$ cat config.mk
export PLATFORM = sky130hd
export DESIGN_NAME = wbPortCtrl_flat
export DESIGN_NICKNAME = d
export VERILOG_FILES = /design/src/rtl/memCfgPkg.sv /design/src/rtl/wbPkg.sv /design/src/rtl/memPortIf.sv /design/src/rtl/wbPortCtrl.sv /design/src/flat_wrapper.sv
export SDC_FILE = /design/constraint.sdc
export NUM_CORES = 1
export LEC_CHECK = 0
export ABC_AREA = 1
export BUFFER_PORTS_ARGS = -buffer_cell sky130_fd_sc_hd__buf_2
export CORE_AREA = 2 2 125 127
export DETAILED_ROUTE_END_ITERATION = 8
export DIE_AREA = 0 0 127 129
export PLACE_DENSITY = 0.43
export SYNTH_ARGS = -nofsm -noshare
export SYNTH_HDL_FRONTEND = slang
export SYNTH_SLANG_ARGS = --single-unit
$ cat constraint.sdc
create_clock -name A_PS -period 0.84 [get_ports A_PS]
set_input_delay 0.084 -clock A_PS [delete_from_list [all_inputs] [get_ports A_PS]]
set_output_delay 0.084 -clock A_PS [all_outputs]
set_load 0.01 [all_outputs]
$ cat src/rtl/memCfgPkg.sv
// **************************************************
// Memory geometry package for the dual-port block
// memory: bank shape, array shape and index types
// **************************************************
`default_nettype none

package memCfgPkg;

  // One bank is a 32-bit lane
  localparam int laneBits = 32;
  localparam int laneBytes = laneBits / 8;

  // Banks side by side form one data word
  localparam int numLanes = 2;
  localparam int dataBits = laneBits * numLanes;
  localparam int wordBytes = laneBytes * numLanes;

  // Byte address bits below the word address
  localparam int wordOffset = $clog2(wordBytes);

  // Depth of a single bank
  localparam int bankWords = 1024;
  localparam int wordIdxBits = $clog2(bankWords);

  // Banks in series extend the depth
  localparam int numBanks = 2;
  localparam int numEntries = bankWords * numBanks;

  typedef logic [$clog2(numBanks)-1:0] bankIdxT;
  typedef logic [wordIdxBits-1:0] wordIdxT;
  typedef logic [dataBits-1:0] dataT;

  // One bit per byte of a data word
  typedef logic [wordBytes-1:0] selT;

endpackage

`default_nettype wire

$ cat src/rtl/wbPkg.sv
// **************************************************
// Wishbone bus package: address width and the
// slave port state encoding
// **************************************************
`default_nettype none

package wbPkg;

  // Byte address width on both Wishbone ports
  localparam int adrBits = 32;

  // Slave port states
  // portIdle waits for a request, portReply answers it
  typedef enum logic {
    portIdle,
    portReply
  } portStateT;

endpackage

`default_nettype wire

$ cat src/rtl/memPortIf.sv
// **************************************************
// Decoded memory request and read data of one port,
// between the Wishbone control and the bank array
// **************************************************
`default_nettype none
`timescale 1ns/100ps

interface memPortIf;

  // Request side
  logic en;
  memCfgPkg::selT wrSel;
  memCfgPkg::bankIdxT bankIdx;
  memCfgPkg::wordIdxT wordIdx;
  memCfgPkg::dataT wrData;

  // Read word, valid the cycle after en
  memCfgPkg::dataT rdData;

  modport ctrl (
    output en, wrSel, bankIdx, wordIdx, wrData,
    input rdData
  );

  modport array (
    input en, wrSel, bankIdx, wordIdx, wrData,
    output rdData
  );

endinterface

`default_nettype wire

$ cat src/rtl/wbPortCtrl.sv
// **************************************************
// Wishbone classic slave control for one port:
// address decode, bank request and ack/err reply
// **************************************************
`default_nettype none
`timescale 1ns/100ps

module wbPortCtrl (
  input logic A_PS,
  input logic rst,
  input logic cyc,
  input logic stb,
  input logic we,
  input memCfgPkg::selT sel,
  input logic [wbPkg::adrBits-1:0] adr,
  input memCfgPkg::dataT datWr,
  output memCfgPkg::dataT datRd,
  output logic ack,
  output logic err,
  memPortIf.ctrl mem
);

  wbPkg::portStateT state;
  logic errQ;
  logic req;
  logic inRange;

  // Word part of the byte address
  logic [wbPkg::adrBits-memCfgPkg::wordOffset-1:0] wordAddr;

  assign wordAddr = adr[wbPkg::adrBits-1:memCfgPkg::wordOffset];

  // Any word beyond the last entry is out of range
  assign inRange = (wbPkg::adrBits'(wordAddr) < memCfgPkg::numEntries);

  assign req = cyc && stb && (state == wbPkg::portIdle);

  // Bank index sits just above the word index
  assign mem.bankIdx = wordAddr[memCfgPkg::wordIdxBits +: $bits(memCfgPkg::bankIdxT)];
  assign mem.wordIdx = wordAddr[memCfgPkg::wordIdxBits-1:0];
  assign mem.wrData = datWr;
  assign mem.wrSel = we ? sel : '0;

  // Single-cycle strobe, only for accesses that hit the array
  assign mem.en = req && inRange;

  always_ff @(posedge A_PS) begin
    if (rst) begin
      state <= wbPkg::portIdle;
      errQ <= 1'b0;
    end else begin
      case (state)
        wbPkg::portIdle: begin
          if (req) begin
            state <= wbPkg::portReply;
            errQ <= !inRange;
          end
        end
        wbPkg::portReply: begin
          state <= wbPkg::portIdle;
        end
        default: begin
          state <= wbPkg::portIdle;
        end
      endcase
    end
  end

  // Reply lasts exactly the one cycle spent in portReply
  assign ack = (state == wbPkg::portReply) && !errQ;
  assign err = (state == wbPkg::portReply) && errQ;

  // Zero data outside an acknowledged read
  assign datRd = ack ? mem.rdData : '0;

endmodule

`default_nettype wire

$ cat src/flat_wrapper.sv
// flat-port wrapper written by rule: the top's interface ports become plain ports
module wbPortCtrl_flat 
  (A_PS, rst, cyc, stb, we, sel, adr, datWr, datRd, ack, err, mem_en, mem_wrSel, mem_bankIdx, mem_wordIdx, mem_wrData, mem_rdData);
  memPortIf mem_i ();
  input logic A_PS;
  input logic rst;
  input logic cyc;
  input logic stb;
  input logic we;
  input memCfgPkg::selT sel;
  input logic [wbPkg::adrBits-1:0] adr;
  input memCfgPkg::dataT datWr;
  output memCfgPkg::dataT datRd;
  output logic ack;
  output logic err;
  output wire logic [$bits(mem_i.en)-1:0] mem_en;
  output wire logic [$bits(mem_i.wrSel)-1:0] mem_wrSel;
  output wire logic [$bits(mem_i.bankIdx)-1:0] mem_bankIdx;
  output wire logic [$bits(mem_i.wordIdx)-1:0] mem_wordIdx;
  output wire logic [$bits(mem_i.wrData)-1:0] mem_wrData;
  input wire logic [$bits(mem_i.rdData)-1:0] mem_rdData;
  assign mem_en = mem_i.en;
  assign mem_wrSel = mem_i.wrSel;
  assign mem_bankIdx = mem_i.bankIdx;
  assign mem_wordIdx = mem_i.wordIdx;
  assign mem_wrData = mem_i.wrData;
  assign mem_i.rdData = mem_rdData;
  wbPortCtrl u_core (.A_PS(A_PS), .rst(rst), .cyc(cyc), .stb(stb), .we(we), .sel(sel), .adr(adr), .datWr(datWr), .datRd(datRd), .ack(ack), .err(err), .mem(mem_i));
endmodule
======== Word-level counts from Yosys, hierarchy flattened ========
Index checks and enable logic that the tools add are counted.
operators by class
  add/subtract/negate cells ............... 0
  $mul .................................... 0
  div/mod/pow operators ................... 0
  order comparisons ....................... 1
  equal/unequal tests ..................... 0
  shift operators ......................... 0
  mux-type cells .......................... 4
  bitwise logic cells ..................... 1
  reductions and logical operators ........ 8
operator list
  operator              number
  $mux 64               1
  $lt 29x12->1 const B  1
  $mux 8                1
  $logic_and 1x1->1     5
  $logic_not 1->1       2
  $pmux 1 s2            1
  $reduce_and 2->1      1
  $mux 1                1
  $not 1->1             1
storage, ports and cells
  bits in registers ....................... 2
  bits in latches ......................... 0
  RAM bits ................................ 0
  bits in read-only memories .............. 0
  input bits .............................. 173
  output and inout port bits .............. 150
  word-level logic and storage cells ...... 16
  memories ................................ 0

======== Logic depth before layout (Yosys ltp) ========
  depth after elaboration ................. 4
  gate-level depth with buffers ........... 6
  depth with buffers taken out ............ 6

======== Least setup slack after synthesis ========
OpenSTA, ideal clock, no wires.
  path type ............................... register to output
  from .................................... register u_core.state
  to ...................................... output port datRd[13]
  data arrival time ....................... 0.889 ns
  data required time ...................... 0.756 ns
  setup slack ............................. -0.133 ns
  stages on the path, launching flop included .. 6
  buffers on the path ..................... 1
  path through ............................ dfxtp_1 -> inv_1 -> nor2_4 -> inv_4 -> buf_6 -> nor2_1
between the ends
  cells in the longest elaborated chain, start to end .. 2
RTL lines
  item                    RTL line            source
  start, declared         wbPortCtrl.sv:23    wbPkg::portStateT state;
  start signal, assigned  wbPortCtrl.sv:49    state <= wbPkg::portIdle;
  start signal, assigned  wbPortCtrl.sv:55    state <= wbPkg::portReply;
  start signal, assigned  wbPortCtrl.sv:60    state <= wbPkg::portIdle;
  $logic_and 1x1->1       wbPortCtrl.sv:70    assign ack = (state == wbPkg::portReply) && !errQ;
  via ack                 flat_wrapper.sv:14  output logic ack;
  $mux 64                 wbPortCtrl.sv:74    assign datRd = ack ? mem.rdData : '0;
  end, declared           flat_wrapper.sv:13  output memCfgPkg::dataT datRd;
The timed path passes the listed nets, and every way through them passes these cells.

======== Final worst setup path ========
  from .................................... register u_core.state
  to ...................................... output port datRd[0]
between the ends
  cells in the longest elaborated chain, start to end .. 2
RTL lines
  item               RTL line
  $logic_and 1x1->1  wbPortCtrl.sv:70
  $mux 64            wbPortCtrl.sv:74
No other way between the ends.

==> flow_metrics.env <==
export IMPL_ys_types=13
export IMPL_detailedRoute_firstPassIterationCount=3
export IMPL_finalClockSkew_ns=0.000753
export IMPL_via_count=1658
export IMPL_slew_headroom_pct=89.7
export IMPL_layout_setup_ws_ns=-0.437
export IMPL_min_path_type="in2reg"
export IMPL_grt_pass1_vias=1413
export IMPL_grt_overflow_total=0
export IMPL_die_h_um=129
export IMPL_wl_per_cell_um=9.20
export IMPL_ys_warn_count=0
export IMPL_netlist_area_mm2=0.00137
export IMPL_path_clk_slew_ns=0.03
export IMPL_syn_num_nets=430
export IMPL_hold_viol_final=0
export IMPL_syn_to_final_growth_pct=63.4
export IMPL_outcome="finished with violations"
export IMPL_post_place_ws_ns=-0.253
export IMPL_end_kind="output pin"
export IMPL_period_needed_ns=1.28
export IMPL_powerDensity_mw_per_mm2=670
export IMPL_via_per_inst=2.99
export IMPL_fmax_ghz=0.783
export IMPL_ant_nets=0
export IMPL_worst_slew_pin_slew_ns=0.154
export IMPL_design_power_total_mw=1.50
export IMPL_fp_dieW_um=127
export IMPL_final_fill_count=1771
export IMPL_violations="setup timing"
export IMPL_core_area_mm2=0.0150
export IMPL_startpoint_type="register"
export IMPL_dp_cells=545
export IMPL_ys_ff_latch=2
export IMPL_arrival_ns=1.19
export IMPL_ys_seq_area_share_pct=2.93
export IMPL_r2r_start="u_core.state"
export IMPL_final_net_count=541
export IMPL_crit_start="u_core.state"
export IMPL_cpMaxStageDelayCell="dfxtp_2"
export IMPL_cts_tree="built"
export IMPL_final_cell_mix="buf_2 (165), inv_1 (75), nor2_2 (58), buf_4 (17), nor2_1 (15)"
export IMPL_place_hpwl_um=4590
export IMPL_antenna_found_initial=0
export IMPL_cts_inserted_buffers=3
export IMPL_ir_drop_mv=0.426
export IMPL_postLayoutCellArea_mm2=0.00223
export IMPL_grt_pass1_wl_um=7010
export IMPL_drv_cap=0
export IMPL_tns_ns=-26.56
export IMPL_cts_hold_fix_buffers=0
export IMPL_p_leak_nw=1.54
export IMPL_whs_ns=0.0529
export IMPL_clock_sinks=2
export IMPL_die_area_mm2=0.0164
export IMPL_syn_avg_cell_area_um2=5.31
export IMPL_io_pins=323
export IMPL_routed_wl_um=5100
export IMPL_critPathRequiredTime_ns=0.76
export IMPL_max_stage_delay_ns=0.32
export IMPL_placed_area_mm2=0.00205
export IMPL_path_cells="inv_2 -> nor2_4 -> inv_6 -> buf_12 -> nor2_1 -> buf_2"
export IMPL_final_core_util_pct=14.9
export IMPL_setup_viol=68
export IMPL_start_util_pct=9.11
export IMPL_fin_cells=554
export IMPL_grtUsageTotal_pct=5.58
export IMPL_rsz0062_at_grt="true"
export IMPL_clk_path_buf_depth=2
export IMPL_finalCritPeriodShare_pct=152
export IMPL_clock_latency_ns=0.22
export IMPL_rows=45
export IMPL_place_congestion=0.634
export IMPL_hold_start="rst"
export IMPL_crit_path_max_fanout=21
export IMPL_antennaDiodeCount=0
export IMPL_h_tree_depth=1
export IMPL_drtIter0Drc=11
export IMPL_maxSlewViolCount=0
export IMPL_synth_cells=257
export IMPL_layout_commonest_cell="buf_2"
export IMPL_critPathKind="reg2out"
export IMPL_grt_max_degree=22
export IMPL_port_buffers=169
export IMPL_drc=0
export IMPL_layout_drive_gt1_share_pct=70.8
export IMPL_root_buffer="clkbuf_16"
[power breakdown]
part,internal [mW],switching (mW),leakage [nW]
registers,0.102,0.00495,0.0172
logic,0.347,0.333,1.49
clock network,0.605,0.103,0.0370
[synth_stat cells]
cell / instances / share of area (%)
inv_4: 1 / 0.46
a21oi_1: 1 / 0.37
nor2_4: 1 / 0.82
nand3_1: 2 / 0.73
or2_1: 1 / 0.46
buf_4: 75 / 41
nor2_1: 66 / 18
clkbuf_1: 1 / 0.27
dfxtp_1: 2 / 2.9
buf_6: 6 / 4.9
inv_1: 77 / 21
nand2_1: 14 / 3.8
nor2_2: 10 / 4.6
[layout make-up]
cell class	instances	area (µm²)	share of cell area (%)
clock buffer	3	75.1	3.37
multi-input combinational	95	551	24.7
timing repair buffer	188	1030	46.2
tap	188	235	10.5
inverter	78	298	13.3
sequential	2	42.5	1.91
[worst max-delay path: cells and delay by family (launching register included)]
kind | cells | cell delay [ns]
buffers and inverters | 4 | 0.42
DFF | 1 | 0.32
and+or+nand+nor | 2 | 0.21
[metal layers]
| layer | global-route usage [%] | share of wire, % |
|---|---|---|
| met1 | 5.04 | 32 |
| met2 | 9.27 | 44 |
| met3 | 3.41 | 17 |
| met4 | 4.07 | 5.8 |
| met5 | 0 | 0 |
[flip-flops by register name, indices dropped and copies added (netlist names)]
register and count:
u_core.errQ 1, u_core.state 1
[final timing paths]
path / to / slack, ns / cells past startpoint
setup / recovery: datRd[0] / -0.44 / 6
hold / removal: u_core.state / 0.05 / 2
setup reg to reg: u_core.errQ / -0.20 / 8
hold reg to reg: u_core.state / 0.70 / 5
[repair_timing]
action | in CTS | in global routing
resized for setup | 8 | 5
pin swaps | 2 | 0
endpoints found under the setup margin | 68 | 69
setup buffers | 5 | 1
[cells by family after synthesis]
family | Yosys count | share of synthesized area (%)
and+or+nand+nor | 94 | 28.6
AOI/OAI and AO/OA | 1 | 0.366
buffers and inverters | 160 | 68.1
DFF | 2 | 2.93
No activity file was read; power rests on OpenSTA's default activity.
